File: src/source/cpuBusPkg.sv
`default_nettype none

package cpuBusPkg;

    // One program word on the load port
    typedef struct packed {
        logic [15:0] addr;                      // Word address
        logic [31:0] data;
    } progWrite_t;

    // Record of one executed instruction
    typedef struct packed {
        logic [31:0] pc;
        logic [31:0] instr;
        logic [4:0]  rd;
        logic [31:0] result;                    // Zero for illegal words
        logic        writeEn;
        logic        illegal;
        logic [7:0]  seq;                       // Retire count mod 256
    } retire_t;

endpackage

`default_nettype wire

File: src/source/instrMem.sv
`timescale 1ns/1ps
`default_nettype none

module instrMem #(
    parameter int IMEM_DEPTH = 64
) (
    input  wire                            CLK,
    input  wire                            RST,
    input  wire                            wrEn,
    input  wire cpuBusPkg::progWrite_t     wrData,
    input  wire [$clog2(IMEM_DEPTH)-1:0]   fetchAddr,
    output logic [31:0]                    instr
);

    localparam int ADDR_W = $clog2(IMEM_DEPTH);

    logic [31:0]       mem [IMEM_DEPTH];
    logic [ADDR_W-1:0] wrIdx;

    assign wrIdx = wrData.addr[ADDR_W-1:0];     // Drop unused upper address bits

    always_ff @(posedge CLK) begin
        if (wrEn) begin
            mem[wrIdx] <= wrData.data;
        end
    end

    assign instr = mem[fetchAddr];              // Combinational fetch

    // A loader that writes past the end would silently alias low words
    wrAddrInRange: assert property (
        @(posedge CLK) disable iff (RST)
        wrEn |-> (32'(wrData.addr) < IMEM_DEPTH)
    ) else $error("instrMem write address %0d beyond depth %0d", wrData.addr, IMEM_DEPTH);

endmodule

`default_nettype wire

File: config.mk
export PLATFORM = sky130hd
export DESIGN_NAME = instrMem
export DESIGN_NICKNAME = d
export VERILOG_FILES = /design/src/source/cpuBusPkg.sv /design/src/source/instrMem.sv
export SDC_FILE = /design/constraint.sdc
export NUM_CORES = 2
export LEC_CHECK = 0
export ABC_AREA = 1
export BUFFER_PORTS_ARGS = -buffer_cell sky130_fd_sc_hd__buf_2
export CAP_MARGIN = 15
export CORE_ASPECT_RATIO = 0.75
export CORE_MARGIN = 2
export CORE_UTILIZATION = 30
export DETAILED_ROUTE_END_ITERATION = 6
export PLACE_DENSITY = 0.55
export SYNTH_ARGS = -nofsm -noshare
export SYNTH_HDL_FRONTEND = slang
export SYNTH_SLANG_ARGS = --single-unit
File: constraint.sdc
create_clock -name CLK -period 14.4 [get_ports CLK]
set_clock_uncertainty 0.2 [all_clocks]
set_input_delay 0.72 -clock CLK [delete_from_list [all_inputs] [get_ports CLK]]
set_output_delay 0.72 -clock CLK [all_outputs]
set_load 0.01 [all_outputs]
# ---- Yosys cells after proc, flatten, opt, wreduce, memory -nomap -nowiden
# Memories as Yosys holds them, arrays and structs flattened.
# Cells that the tools add are included.
dict set report word_totals {
  n_memories 1
  inputBits 57
  wordCells 3
  ramBits 2048
  ff_bits 0
  out_inout_bits 32
}
# name depth width rd rd_ports_with_merged_regs write_ports line
set mem_list {}
lappend mem_list {mem 64 32 1 0 1 instrMem.sv:17} ;# logic [31:0] mem [IMEM_DEPTH];
dict set report op_classes {
  muxes 2
}
# operator n
set op_table {}
lappend op_table {{$mux W1} 2}

# ---- Depth between registers and ports, before layout
dict set report logic_depth {
  depth_word 2
  ltp_mapped 13
  mapped_depth_nobuf 9
}

# ---- Least setup slack after synthesis
# OpenSTA, ideal clock, no wires.
dict set report synth_timing {
  kind {input -> register}
  from {input port wrEn}
  to {memory mem[48][0], enable pin}
  setup_time_ps 502
  t_required_ps 13698
  path_buffers 1
  slack_ps 9350
  path_stages 3
  t_arrival_ps 4348
  cell_sequence {clkbuf_1 nand4_1 nor4_1}
}
dict set report synth_between {
  elab_chain_cells 2
}
# item line
set synth_lines {}
lappend synth_lines {{start, declared} instrMem.sv:9} ;# input wire wrEn,
lappend synth_lines {{$mux W1} instrMem.sv:23} ;# if (wrEn) begin
lappend synth_lines {{$mux W1 (implied by the code)} instrMem.sv:24} ;# mem[wrIdx] <= wrData.data;
lappend synth_lines {{end, declared} instrMem.sv:17}
# No other way between the ends.

# ---- Worst setup path in the final report
dict set report layout_timing {
  from {input port fetchAddr[1]}
  to {output port instr[17]}
}
dict set report layout_between {
  elab_chain_cells 1
}
# item line
set layout_lines {}
lappend layout_lines {{start, declared} instrMem.sv:11} ;# input wire [$clog2(IMEM_DEPTH)-1:0] fetchAddr,
lappend layout_lines {{$mem_v2 Z64 W32} -}
lappend layout_lines {{end, declared} instrMem.sv:12} ;# output logic [31:0] instr
# No other way between the ends.

==> impl_results.md <==
- Clock Path Buffers: 4
- Max-Cap Viols: 0
- Final setup TNS: 0 ps
- Number of global-route vias before repair: 48,216
- Pre-CTS WS: 8590 ps
- Biggest regs: mem (2048)
- Cell-internal power: 9.70 mW
- NetSw: 2.84 mW
- Die W: 608 um
- Max Clock Freq: 0.172 GHz
- Count leader, synth: nand2_1
- Initial DRC Count: 6,944
- Synth area leader: edfxtp_1
- Max reg flops: 2,048
- Via density per instance: 5.04
- Initial Utilization: 30.1%
- Port Buf Inserts: 77
- Sequential area share after synthesis: 74.9%
- Placeable Area: 0.273 sq mm
- Cts hold-fix bufs: 0
- Max-slew headroom: 20.3%
- P_leak: 31.8 nW
- Final ANT Viol Nets: 0
- Clock power share: 41.0%
- Hold Fails Final Rpt: 0
- Most common library cells after synthesis: nand2_1, edfxtp_1, nand3_1
- Worst Hold Class: input pin to flip-flop
- Worst path required time: 13,480 ps
- Syn Nets: 6,794
- Filler instances: 26,419
- Top reg by flops: mem
- Top post-synthesis cells by area: edfxtp_1, nand3_1, nand2_1, buf_2, buf_4
- Register share of total power: 52.7%
- WS Path Type: input pin to output pin
- Synthesized cell area: 0.0821 sq mm
- PD cells: 135 mW/mm^2
- Total wire length: 245,000 um
- Largest net degree at the start of global routing: 204
- Slew at the pin with the worst max-slew slack: 1190 ps
- Fin. max-slew vios: 0
- Final period util: 40.5%
- Crit path capture type: output pin
- Area Overhead vs Synth: 13.1%
- Gpl congestion: 0.842
- Htree depth: 4
- Via Count: 52,853
- CTS Buf Count: 199
- Total power: 12.5 mW
- Sw frac: 22.7%
- Critical Path Source Type: input pin
- Post-synth top area share: 74.9%
- Count of warnings emitted by yosys: 0
- Critical Path Source: fetchAddr[1]
- Post-CTS setup buffer count: 0
- Final setup fails: 0
- Initial antenna violation count: 21
- # IOs: 89
- DRC: 0
- Die ar.: 0.278 sq mm
- Design Area, Final: 0.0928 sq mm
- CTS tree: done
- Standard-cell row count: 166
- Main synth FF type: edfxtp_1
- Post-Syn Instances: 6,737
- Post-synth cell types: 15
- Origin of the worst min-delay path: wrEn
- Number of synthesized flops with an enable pin: 2,048
- DR WL/cell: 23.3 um
- Clock transition at path regs: 70 ps
- Min Hold Slack: 308 ps
- DRT Pass-1 Iters: 5
- RSZ-0062 raised after global routing: false
- Comb pwr share: 6.3%
- Post-synth ARST share: 0%
- Clk sink count: 2,048
- Status: complete, no violations
- Syn Area/Cell: 12.2 sq um
- Max FO, Critical Path: 107
- Root Driver: clkbuf_16
- Final HPWL DP: 120,000 um
- Placed Area: 0.0865 sq mm
- CTS resizes: 0
- GRT Residual Overflow: 0
- Yosys reg bits: 2,048
- Share of cells above drive strength 1: 8.46%
- Nets@finish: 6,775
- Post-route setup slack: 8570 ps
- Crit path DAT: 4910 ps
- All-Layer GR Usage: 17.1%
- Worst vdd ir: 0.0997 mV
- Post-layout minimum cycle time: 5830 ps
- First-pass GRT wire length: 349,000 um
- Die Y: 457 um
stage by stage:
step,cells,utilization (%)
2_1_floorplan,6737,-
3_3_place_gp,10128,31.7
3_5_place_dp,10128,31.7
4_1_cts,10482,34.1
5_1_grt,10486,34.1
6_report,10496,34.1
layout make-up:
cell class	count	area [sq um]	area share (%)
Clock buffer	227	5150	5.55
Timing Repair Buffer	229	1640	1.77
Sequential cell	2048	61500	66.2
Tap cell	3612	4520	4.87
Inverter	12	82.6	0.0889
Antenna cell	13	32.5	0.0350
Clock inverter	127	1150	1.24
Multi-Input combinational cell	4228	18800	20.2
cells by family (layout without fill, tap and decap cells):
| kind of cell | Yosys count | count (layout) | synth area share, % |
|---|---|---|---|
| simple gates | 4228 | 4228 | 22.3 |
| other cells | 0 | 13 | 0 |
| buf+inv | 461 | 595 | 2.80 |
| flops | 2048 | 2048 | 74.9 |
final timing paths:
kind | to | slack, ps | depth (start not counted)
max | instr[17] | 8570 | 12
min | mem[32][26] | 310 | 3
critical path, stage by stage:
cell     delay, ps
buf_8          210
inv_8          550
buf_4          810
buf_4          820
nand3_1        160
nand3_1        140
nand2_1         70
nand2_1         60
nand3_1        280
nand3_1        370
nand2_1        190
buf_2          180
power by group through the flow:
stage / Combinational, mW / Clock (mW) / Sequential [mW]
floorplan: 0.419 / 0 / 6.74
global placement: 0.775 / 0 / 6.74
detailed placement: 0.784 / 0 / 6.74
CTS: 0.787 / 5.22 / 6.61
global route: 0.855 / 5.45 / 6.61
finish: 0.791 / 5.15 / 6.61
routing by layer:
metal | GRT usage [%] | share of wire, % | vias up
met5 | 0 | 0.014 | -
li1 | - | - | 23994
met3 | 3.29 | 9.0 | 329
met4 | 4.63 | 2.7 | 6
met2 | 25.2 | 43 | 2161
met1 | 25.5 | 45 | 26363
cells in the final DEF (no fill, tap or decap), drive strengths merged:
cell      count
buf         229
bufinv       21
clkbuf      227
clkinv       99
clkinvlp      6
diode        13
edfxtp     2048
inv          13
nand2      2248
nand3      1907
nand4         9
nor2         56
nor4          8
(Power assumes the default switching activity.)
