`src/source/cpuBusPkg.sv`:
```
`default_nettype none

package cpuBusPkg;

    // One program word on the load port
    typedef struct packed {
        logic [15:0] addr;                      // Word address
        logic [31:0] data;
    } progWrite_t;

    // Record of one executed instruction
    typedef struct packed {
        logic [31:0] pc;
        logic [31:0] instr;
        logic [4:0]  rd;
        logic [31:0] result;                    // Zero for illegal words
        logic        writeEn;
        logic        illegal;
        logic [7:0]  seq;                       // Retire count mod 256
    } retire_t;

endpackage

`default_nettype wire

```
`src/source/rvIsaPkg.sv`:
```
`default_nettype none

package rvIsaPkg;

    // Major opcodes handled by the core
    typedef enum logic [6:0] {
        OP     = 7'b0110011,                    // Register-register ALU
        OP_IMM = 7'b0010011                     // Register-immediate ALU
    } opcode_e;

    // funct3 codes shared by OP and OP_IMM
    localparam logic [2:0] F3_ADD_SUB = 3'b000;
    localparam logic [2:0] F3_SLL     = 3'b001;
    localparam logic [2:0] F3_SLT     = 3'b010;
    localparam logic [2:0] F3_SLTU    = 3'b011;
    localparam logic [2:0] F3_XOR     = 3'b100;
    localparam logic [2:0] F3_SR      = 3'b101; // SRL or SRA, picked by bit 30
    localparam logic [2:0] F3_OR      = 3'b110;
    localparam logic [2:0] F3_AND     = 3'b111;

    // funct7 values, also used for the upper bits of shift immediates
    localparam logic [6:0] F7_BASE = 7'b0000000;
    localparam logic [6:0] F7_ALT  = 7'b0100000;   // SUB and SRA

    typedef struct packed {
        logic [6:0] funct7;
        logic [4:0] rs2;
        logic [4:0] rs1;
        logic [2:0] funct3;
        logic [4:0] rd;
        logic [6:0] opcode;
    } rTypeFields_t;

    typedef struct packed {
        logic [11:0] imm12;
        logic [4:0]  rs1;
        logic [2:0]  funct3;
        logic [4:0]  rd;
        logic [6:0]  opcode;
    } iTypeFields_t;

    // One instruction word, seen in either format
    typedef union packed {
        logic [31:0]  raw;
        rTypeFields_t r;
        iTypeFields_t i;
    } instr_u;

    typedef enum logic [3:0] {
        ADD,
        SUB,
        SLL,
        SLT,
        SLTU,
        XOR,
        SRL,
        SRA,
        OR,
        AND
    } aluOp_e;

    typedef struct packed {
        aluOp_e      aluOp;
        logic [4:0]  rs1;
        logic [4:0]  rs2;
        logic [4:0]  rd;
        logic [31:0] imm;                       // Already sign-extended
        logic        useImm;                    // Operand B from imm
        logic        legal;
        logic        writeEn;
    } decoded_t;

endpackage

`default_nettype wire
```
`src/source/alu.sv`:
```
`timescale 1ns/1ps
`default_nettype none

module alu (
    input  wire rvIsaPkg::aluOp_e  op,
    input  wire [31:0]             a,
    input  wire [31:0]             b,
    output logic [31:0]            y
);

    import rvIsaPkg::*;

    logic [4:0] shamt;
    logic       ltSigned;
    logic       ltUnsigned;

    assign shamt      = b[4:0];                 // RV32 uses five shift bits
    assign ltSigned   = $signed(a) < $signed(b);
    assign ltUnsigned = a < b;

    always_comb begin
        case (op)
            ADD:     y = a + b;
            SUB:     y = a - b;                 // Wraps modulo 2^32
            SLL:     y = a << shamt;
            SLT:     y = {31'd0, ltSigned};
            SLTU:    y = {31'd0, ltUnsigned};
            XOR:     y = a ^ b;
            SRL:     y = a >> shamt;
            SRA:     y = 32'($signed(a) >>> shamt);  // Sign fill
            OR:      y = a | b;
            AND:     y = a & b;
            default: y = 32'd0;
        endcase
    end

endmodule

`default_nettype wire

```
`src/source/cpuCore.sv`:
```
`timescale 1ns/1ps
`default_nettype none

module cpuCore #(
    parameter int IMEM_DEPTH = 64
) (
    input  wire                            CLK,
    input  wire                            RST,
    input  wire                            run,
    output logic [$clog2(IMEM_DEPTH)-1:0]  fetchAddr,
    input  wire  [31:0]                    instr,
    output logic                           retireValid,
    input  wire                            retireReady,
    output cpuBusPkg::retire_t             retireData
);

    import rvIsaPkg::*;

    localparam int ADDR_W = $clog2(IMEM_DEPTH);

    logic [31:0] pc;
    logic [7:0]  seqCnt;
    instr_u      curInstr;
    decoded_t    dec;
    logic [31:0] rs1Data;
    logic [31:0] rs2Data;
    logic [31:0] opB;
    logic [31:0] aluY;
    logic        retireFree;
    logic        execute;

    assign curInstr  = instr;
    assign fetchAddr = pc[ADDR_W+1:2];          // Byte PC to word index

    instrDecoder uDecoder (
        .instr (curInstr),
        .dec   (dec)
    );

    regFile uRegFile (
        .CLK    (CLK),
        .RST    (RST),
        .rs1    (dec.rs1),
        .rs2    (dec.rs2),
        .rd1    (rs1Data),
        .rd2    (rs2Data),
        .wrEn   (execute && dec.writeEn),
        .wrIdx  (dec.rd),
        .wrData (aluY)
    );

    assign opB = dec.useImm ? dec.imm : rs2Data;

    alu uAlu (
        .op (dec.aluOp),
        .a  (rs1Data),
        .b  (opB),
        .y  (aluY)
    );

    // The retire register can take a new record this cycle
    assign retireFree = !retireValid || retireReady;
    assign execute    = run && retireFree;

    always_ff @(posedge CLK) begin
        if (RST) begin
            pc          <= 32'd0;
            seqCnt      <= 8'd0;
            retireValid <= 1'b0;
        end else if (execute) begin
            pc          <= pc + 32'd4;
            seqCnt      <= seqCnt + 8'd1;
            retireValid <= 1'b1;
        end else if (retireReady) begin
            retireValid <= 1'b0;                // Drained, nothing new
        end
    end

    always_ff @(posedge CLK) begin
        if (execute) begin
            retireData.pc      <= pc;
            retireData.instr   <= instr;
            retireData.rd      <= dec.rd;
            retireData.result  <= dec.legal ? aluY : 32'd0;
            retireData.writeEn <= dec.writeEn;
            retireData.illegal <= !dec.legal;
            retireData.seq     <= seqCnt;
        end
    end

    // Stalled record must hold until the consumer takes it
    retireHold: assert property (
        @(posedge CLK) disable iff (RST)
        (retireValid && !retireReady) |=> (retireValid && $stable(retireData))
    ) else $error("cpuCore retire record changed while stalled");

endmodule

`default_nettype wire

```
`src/source/instrDecoder.sv`:
```
`timescale 1ns/1ps
`default_nettype none

module instrDecoder (
    input  wire rvIsaPkg::instr_u    instr,
    output rvIsaPkg::decoded_t       dec
);

    import rvIsaPkg::*;

    always_comb begin
        dec        = '0;
        dec.aluOp  = ADD;
        dec.rs1    = instr.r.rs1;
        dec.rs2    = instr.r.rs2;
        dec.rd     = instr.r.rd;
        dec.imm    = {{20{instr.i.imm12[11]}}, instr.i.imm12};
        dec.useImm = 1'b0;
        dec.legal  = 1'b0;

        case (instr.r.opcode)
            OP: begin
                dec.legal = 1'b1;
                case (instr.r.funct3)
                    F3_ADD_SUB: dec.aluOp = instr.r.funct7[5] ? SUB : ADD;  // Bit 30
                    F3_SLL:     dec.aluOp = SLL;
                    F3_SLT:     dec.aluOp = SLT;
                    F3_SLTU:    dec.aluOp = SLTU;
                    F3_XOR:     dec.aluOp = XOR;
                    F3_SR:      dec.aluOp = instr.r.funct7[5] ? SRA : SRL;
                    F3_OR:      dec.aluOp = OR;
                    default:    dec.aluOp = AND;
                endcase
                if ((instr.r.funct7 != F7_BASE) && (instr.r.funct7 != F7_ALT)) begin
                    dec.legal = 1'b0;
                end
                // Only SUB and SRA use the alternate funct7
                if ((instr.r.funct7 == F7_ALT) &&
                    (instr.r.funct3 != F3_ADD_SUB) && (instr.r.funct3 != F3_SR)) begin
                    dec.legal = 1'b0;
                end
            end
            OP_IMM: begin
                dec.legal  = 1'b1;
                dec.useImm = 1'b1;
                dec.rs1    = instr.i.rs1;
                dec.rs2    = 5'd0;                  // No second register read
                dec.rd     = instr.i.rd;
                case (instr.i.funct3)
                    F3_ADD_SUB: dec.aluOp = ADD;    // No SUBI in the ISA
                    F3_SLL:     dec.aluOp = SLL;
                    F3_SLT:     dec.aluOp = SLT;
                    F3_SLTU:    dec.aluOp = SLTU;
                    F3_XOR:     dec.aluOp = XOR;
                    F3_SR:      dec.aluOp = instr.i.imm12[10] ? SRA : SRL;
                    F3_OR:      dec.aluOp = OR;
                    default:    dec.aluOp = AND;
                endcase
                // Shift immediates carry a funct7 in imm12[11:5]
                if ((instr.i.funct3 == F3_SLL) && (instr.i.imm12[11:5] != F7_BASE)) begin
                    dec.legal = 1'b0;
                end
                if ((instr.i.funct3 == F3_SR) && (instr.i.imm12[11:5] != F7_BASE) &&
                    (instr.i.imm12[11:5] != F7_ALT)) begin
                    dec.legal = 1'b0;
                end
            end
            default: dec.legal = 1'b0;          // Unsupported opcode
        endcase

        dec.writeEn = dec.legal;                // Legal implies a known opcode
    end

endmodule

`default_nettype wire

```
`src/source/regFile.sv`:
```
`timescale 1ns/1ps
`default_nettype none

module regFile (
    input  wire          CLK,
    input  wire          RST,
    input  wire  [4:0]   rs1,
    input  wire  [4:0]   rs2,
    output logic [31:0]  rd1,
    output logic [31:0]  rd2,
    input  wire          wrEn,
    input  wire  [4:0]   wrIdx,
    input  wire  [31:0]  wrData
);

    logic [31:0] regs [32];                     // x0 slot is cleared and never written

    always_ff @(posedge CLK) begin
        if (RST) begin
            for (int i = 0; i < 32; i++) begin
                regs[i] <= '0;
            end
        end else if (wrEn && (wrIdx != 5'd0)) begin
            regs[wrIdx] <= wrData;              // Writes to x0 are dropped
        end
    end

    assign rd1 = regs[rs1];
    assign rd2 = regs[rs2];

    // x0 reads as zero on both ports, also right after a write aimed at it
    zeroRegReadsZero: assert property (
        @(posedge CLK) disable iff (RST)
        ((rs1 == 5'd0) |-> (rd1 == 32'd0)) and ((rs2 == 5'd0) |-> (rd2 == 32'd0))
    ) else $error("regFile x0 read back nonzero");

endmodule

`default_nettype wire

```
`config.mk`:
```
export PLATFORM = sky130hd
export DESIGN_NAME = cpuCore
export DESIGN_NICKNAME = d
export VERILOG_FILES = /design/src/source/cpuBusPkg.sv /design/src/source/rvIsaPkg.sv /design/src/source/alu.sv /design/src/source/cpuCore.sv /design/src/source/instrDecoder.sv /design/src/source/regFile.sv
export SDC_FILE = /design/constraint.sdc
export NUM_CORES = 2
export LEC_CHECK = 0
export BUFFER_PORTS_ARGS = -buffer_cell sky130_fd_sc_hd__buf_4
export CAP_MARGIN = 30
export CORE_MARGIN = 4
export CORE_UTILIZATION = 40
export DETAILED_ROUTE_END_ITERATION = 10
export GPL_TIMING_DRIVEN = 1
export PLACE_DENSITY = 0.61
export SLEW_MARGIN = 20
export SYNTH_ARGS = -nofsm -noshare
export SYNTH_HDL_FRONTEND = slang
export SYNTH_SLANG_ARGS = --single-unit
export TNS_END_PERCENT = 5
```
`constraint.sdc`:
```
create_clock -name CLK -period 20.1 [get_ports CLK]
set_clock_uncertainty 0.2 [all_clocks]
set_input_delay 6.03 -clock CLK [delete_from_list [all_inputs] [get_ports CLK]]
set_output_delay 6.03 -clock CLK [all_outputs]
set_load 0.01 [all_outputs]
```
== Word level (Yosys, flattened, before mapping) ==
Memories as Yosys holds them, arrays and structs flattened.
Index checks and enable logic that the tools add are counted.

* Memories: 1
* Bits in writable memories: 1024
* Register bits: 152
* Input bits: 36

{| class="wikitable"
|+ Memories
! name !! words !! bits a word !! rd ports !! clocked after memory_dff !! write ports !! RTL line !! source
|-
| uRegFile.regs || 32 || 32 || 2 || 0 || 32 || regFile.sv:16 || <nowiki>logic [31:0] regs [32];</nowiki>
|}

* Order comparisons: 2
* Add/subtract/negate cells: 4
* Multiplexer cells: 24
* Bitwise gates (word level): 3
* Equality and inequality tests: 20
* Reduce and logical (&&, ||, !) cells: 19
* Shift-type cells: 3

{| class="wikitable"
|+ Operators with widths
! operator !! number
|-
| case mux 32 bit (10 select lines) || 1
|-
| less-than comparator 32 bit || 2
|-
| 2-to-1 mux 32 bit || 2
|-
| case mux 4 bit (7 select lines) || 2
|-
| adder 32 x 3 -> 32 bit (second input constant) || 1
|-
| adder 32 bit || 1
|-
| bitwise AND 32 bit || 1
|-
| bitwise OR 32 bit || 1
|-
| OR reduction 32 bit || 1
|-
| left shift 32 x 5 -> 32 bit || 1
|-
| >> shifter 32 x 5 -> 32 bit || 1
|-
| >>> shifter 32 x 5 -> 32 bit || 1
|-
| subtractor 32 bit || 1
|-
| bitwise XOR 32 bit || 1
|-
| == test 4 x 3 -> 1 bit (second input constant) || 4
|-
| 2-to-1 mux 1 bit || 15
|-
| == test 7 x 6 -> 1 bit (second input constant) || 2
|-
| 2-to-1 mux 10 bit || 1
|-
| == test 3 bit (second input constant) || 3
|-
| logical AND 1 bit || 9
|-
| adder 8 x 1 -> 8 bit (second input constant) || 1
|-
| == test 4 x 2 -> 1 bit (second input constant) || 2
|-
| == test 4 bit (second input constant) || 2
|-
| case mux 4 bit (2 select lines) || 1
|-
| other kinds (16) || 18
|}

== Depth between registers and ports, before layout ==
* Depth after elaboration: 12
* Depth in mapped cells: 31
* Mapped depth without buffers: 24

== Cells and area by module ==
From an unflattened synthesis, not the netlist that was laid out.

* Cells, all modules: 6328
* Area, all modules: 70491.4 um^2

{| class="wikitable"
|+ By module, submodules not included
! module !! sequential area each (um^2) !! area each (um^2) !! times used !! cells each
|-
| regFile || 30749.5 || 55888.6 || 1 || 4605
|-
| alu || 0.0 || 8196.6 || 1 || 1231
|-
| cpuCore || 4053.9 || 5876.9 || 1 || 416
|-
| instrDecoder || 0.0 || 529.3 || 1 || 76
|}

== Least setup slack after synthesis ==
OpenSTA, ideal clock, no wires.

* Kind: input to register
* Start: input instr[6]
* End: memory uRegFile.regs[10][31] (data pin)
* Buffers on the path: 8
* Setup slack: 7.427 ns
* Data arrival time: 12.202 ns
* Stages: 30
* Cells stage by stage: or4b_1 > buf_2 > o21ai_2 > buf_4 > clkbuf_1 > clkbuf_1 > buf_1 > buf_1 > nand2_1 > a311oi_1 > a21oi_1 > nand2_1 > o211ai_1 > o21ai_0 > mux2i_1 > inv_1 > ha_1 > clkbuf_1 > nor2_1 > nand2_1 > or2_2 > or2_2 > a2111oi_0 > o21ai_0 > a31o_2 > o31ai_1 > xnor2_1 > a22oi_1 > buf_6 > a21oi_1

{| class="wikitable"
|+ RTL lines
! item !! RTL line !! source
|-
| start: declaration || cpuCore.sv:11 || <nowiki>input wire [31:0] instr,</nowiki>
|-
| end: declaration || regFile.sv:16 ||
|}

==> flow_metrics.py <==
metrics = {
    "synthesis": {
        "synth-main-ff-cell": "edfxtp_1",
        "synth-async-reset-ratio": 0,
        "synth-seq-cells": 1167,
        "postSynthAreaPerCell_um2": 10.8,
        "synth_warnings": 0,
        "synth_seq_area_share": 0.514,
        "synth_edf_count": 1128,
        "syn-instance-count": 6234,
        "ys_types": 102,
        "syn-cell-area_um2": 67500,
    },
    "global_route": {
        "grt-ovfl-total": 0,
        "grt_max_degree": 134,
        "track_usage": 0.335,
        "grt.met2_usage": 0.493,
        "antenna_found_initial": 16,
        "use_met3": 0.119,
        "grt_pass1_vias": 55200,
        "grt.met1_usage": 0.431,
        "grt_pass1_wl_mm": 418,
        "top_usage_layer": "met2",
    },
    "final_layout": {
        "final_cell_area_um2": 75400,
        "final_nets": 6308,
        "mostFrequentLayoutCell": "nor2_1",
        "area_growth_syn_to_layout_pct": 11.8,
        "final_cell_mix": "1350 x nor2_1, 1128 x edfxtp_1, 758 x nand2_1, 354 x buf_4, 338 x mux4_2",
        "drive_above_1_share": 0.174,
    },
    "route": {
        "vias_per_cell": 6.80,
        "drtPass1Iterations": 9,
        "wl_per_cell_um": 35.5,
        "vias": 57700,
        "final_antenna_net_count": 0,
        "routed_wl_mm": 301,
        "drc": 0,
        "drt_iter0_markers": 10800,
    },
    "floorplanning": {
        "die_height_um": 419,
        "dieArea_um2": 175000,
        "fp-row-count": 150,
        "die_w_um": 419,
        "start_util": 0.403,
        "core_area_um2": 167000,
        "num_io_pins": 154,
    },
    "timing": {
        "drv_slew": 0,
        "finalHoldViolCount": 0,
        "rsz0062_at_grt": "false",
        "period_share": 0.744,
        "tns_ns": 0,
        "tightest_slew_ns": 1.16,
        "layout_min_cycle_time_ns": 14.96,
        "slew-limit-headroom": 0.226,
        "finalSetupViolations": 0,
        "max_freq_mhz": 66.8,
    },
    "cts": {
        "cts_tree": "yes",
        "numCtsBuffers": 131,
        "path_clk_slew_ns": 0.06,
        "ctsResizeCount": 0,
        "clock_path_buffers": 3,
        "cts.sinks": 1167,
        "cts_hold_buf": 0,
        "ctsRootBufferMaster": "clkbuf_16",
        "h-tree-depth": 4,
        "post-cts-setup-buffer-count": 0,
        "clk_latency_ns": 0.81,
    },
    "power": {
        "ir_drop_mv": 0.0880,
        "combPwrFrac": 0.256,
        "finalPower_mw": 6.99,
        "pwr-share-clk": 0.344,
        "p_int_mw": 4.61,
        "p_per_area_nw_per_um2": 92.7,
        "p_sw_frac": 0.341,
        "p_leak_nw": 27.7,
        "p_seq_frac": 0.400,
        "netSwitchingPower_mw": 2.39,
    },
    "setup_path": {
        "cp.arrival_ns": 15.25,
        "r2r_end": "uRegFile.regs[18][29]",
        "critical_path.max_stage_delay_ns": 0.98,
        "endpoint_kind": "register",
        "reg2reg_from": "uRegFile.regs[15][4]",
        "worstSetupPathType": "in2reg",
        "worstPathMaxFanout": 64,
        "critical-path-slowest-cell": "a2111oi_1",
        "crit_top_cell": "buf_4",
        "critPathTopFamily": "compound AO/OA/AOI/OAI gates",
        "rr_worst_depth": 19,
        "cp.required_ns": 20.39,
        "cp_num_buf_inv": 6,
        "ff2ff_setup_slack_ns": 12.89,
        "startpoint_type": "input pin",
    },
    "place": {
        "dp_hpwl_mm": 185,
        "port_buffers": 151,
        "placed_cell_area_um2": 71000,
        "gp_congestion": 0.996,
    },
    "outcome": {
        "status": "finished clean",
    },
    "min_path": {
        "hold_path_class": "reg2reg",
        "hold_path_startpoint": "seqCnt[7]",
        "hold_path_end": "retireData[7]",
        "hold_depth": 0,
    },
    "run": {
        "maxCapViolCount": 0,
    },
}
[layout make-up]
cell class              count  area [um^2]
diodes                     10         25.0
clock buffers             166         3490
well taps                2204         2760
repair buffers            372         2940
multi-input cells        4383        30400
flip-flops and latches   1167        34700
clock inverters            65          747
inverters                 114          433
fillers                 15300        92000
[per-layer routing]
layer / up-vias / wire length [um]
li1: 22900 / -
met1: 28300 / 105000
met2: 5323 / 129000
met3: 1151 / 47500
met4: 14 / 19600
met5: - / 101
[power by group through the flow]
stage | logic [mW] | registers (mW) | clock network, mW
3_5_place_dp | 1.71 | 2.85 | 0
3_3_place_gp | 1.71 | 2.84 | 0
4_1_cts | 1.72 | 2.80 | 2.41
5_1_grt | 1.86 | 2.81 | 2.51
6_report | 1.79 | 2.80 | 2.40
2_1_floorplan | 1.07 | 2.84 | 0
[Yosys cell counts, drive strengths merged (45+ instances only)]
| library cell | number | area (um^2) |
|---|---|---|
| inv | 109 | 412 |
| mux4 | 338 | 7610 |
| nand2 | 791 | 2970 |
| edfxtp | 1128 | 33900 |
| clkbuf | 327 | 1230 |
| and3 | 75 | 469 |
| o21ai | 192 | 965 |
| a22oi | 45 | 338 |
| a31oi | 65 | 407 |
| buf | 276 | 1440 |
| mux2 | 45 | 507 |
| mux2i | 135 | 1350 |
| nor3 | 57 | 322 |
| nand2b | 59 | 369 |
| ha | 101 | 1260 |
| a221oi | 60 | 532 |
| a21oi | 193 | 970 |
| nor2 | 1355 | 5090 |
| a222oi | 78 | 781 |
| nand3 | 151 | 756 |
[state kept, by name (all words and copies together), names as in the netlist]
name and count:
uRegFile.regs 1024, retireData 104, pc 30, retireValid 1, seqCnt 8
[cells by family after synthesis]
logic type               after synthesis  synth area share
AO/OA/AOI/OAI                       1051             0.111
XOR/XNOR                              49           0.00636
adder cells (fa/ha/maj)              103            0.0193
buffers and inverters                717            0.0459
flip-flops                          1167             0.514
multiplexers                         518             0.140
other                                  1         0.0000556
AND/OR/NAND/NOR                     2628             0.163
[worst reg2reg max path: stages, from the launching register on]
cell and delay (ns):
edfxtp_1 0.44, mux4_2 0.51, o31ai_1 0.24, a211oi_1 0.11
a311oi_2 0.75, or2_1 0.19, buf_4 0.39, ha_1 0.36
o21bai_1 0.11, a21oi_1 0.19, o32ai_1 0.27, or2_2 0.39
a2111oi_1 0.98, o21ai_0 0.31, a31o_2 0.30, a221oi_1 0.29
o221ai_1 0.20, nor3_4 0.21, buf_4 0.37, nor2_1 0.10
[how the worst max path moves through the flow]
| stage | startpoint | to | cells after the start |
|---|---|---|---|
| floorplan | instr[6] | uRegFile.regs[10][31] | 30 |
| global placement | instr[6] | uRegFile.regs[17][29] | 25 |
| finish | instr[6] | uRegFile.regs[18][29] | 27 |
| CTS | instr[6] | uRegFile.regs[11][29] | 27 |
| detailed placement | instr[6] | uRegFile.regs[19][29] | 27 |
| global route | instr[6] | uRegFile.regs[4][29] | 27 |
[per-stage QoR]
stage                     setup slack [ns]  std cells   util  hold WS, ns
after floorplan                       7.43       6267      -        0.217
after global placement                4.51       8228  0.424        0.233
after detailed placement              4.69       8232  0.424        0.233
after CTS                             5.47       8463  0.450        0.261
after global routing                  4.79       8472  0.450        0.292
final                                 5.14       8481  0.451        0.264
No activity file was read; power rests on OpenSTA's default activity.
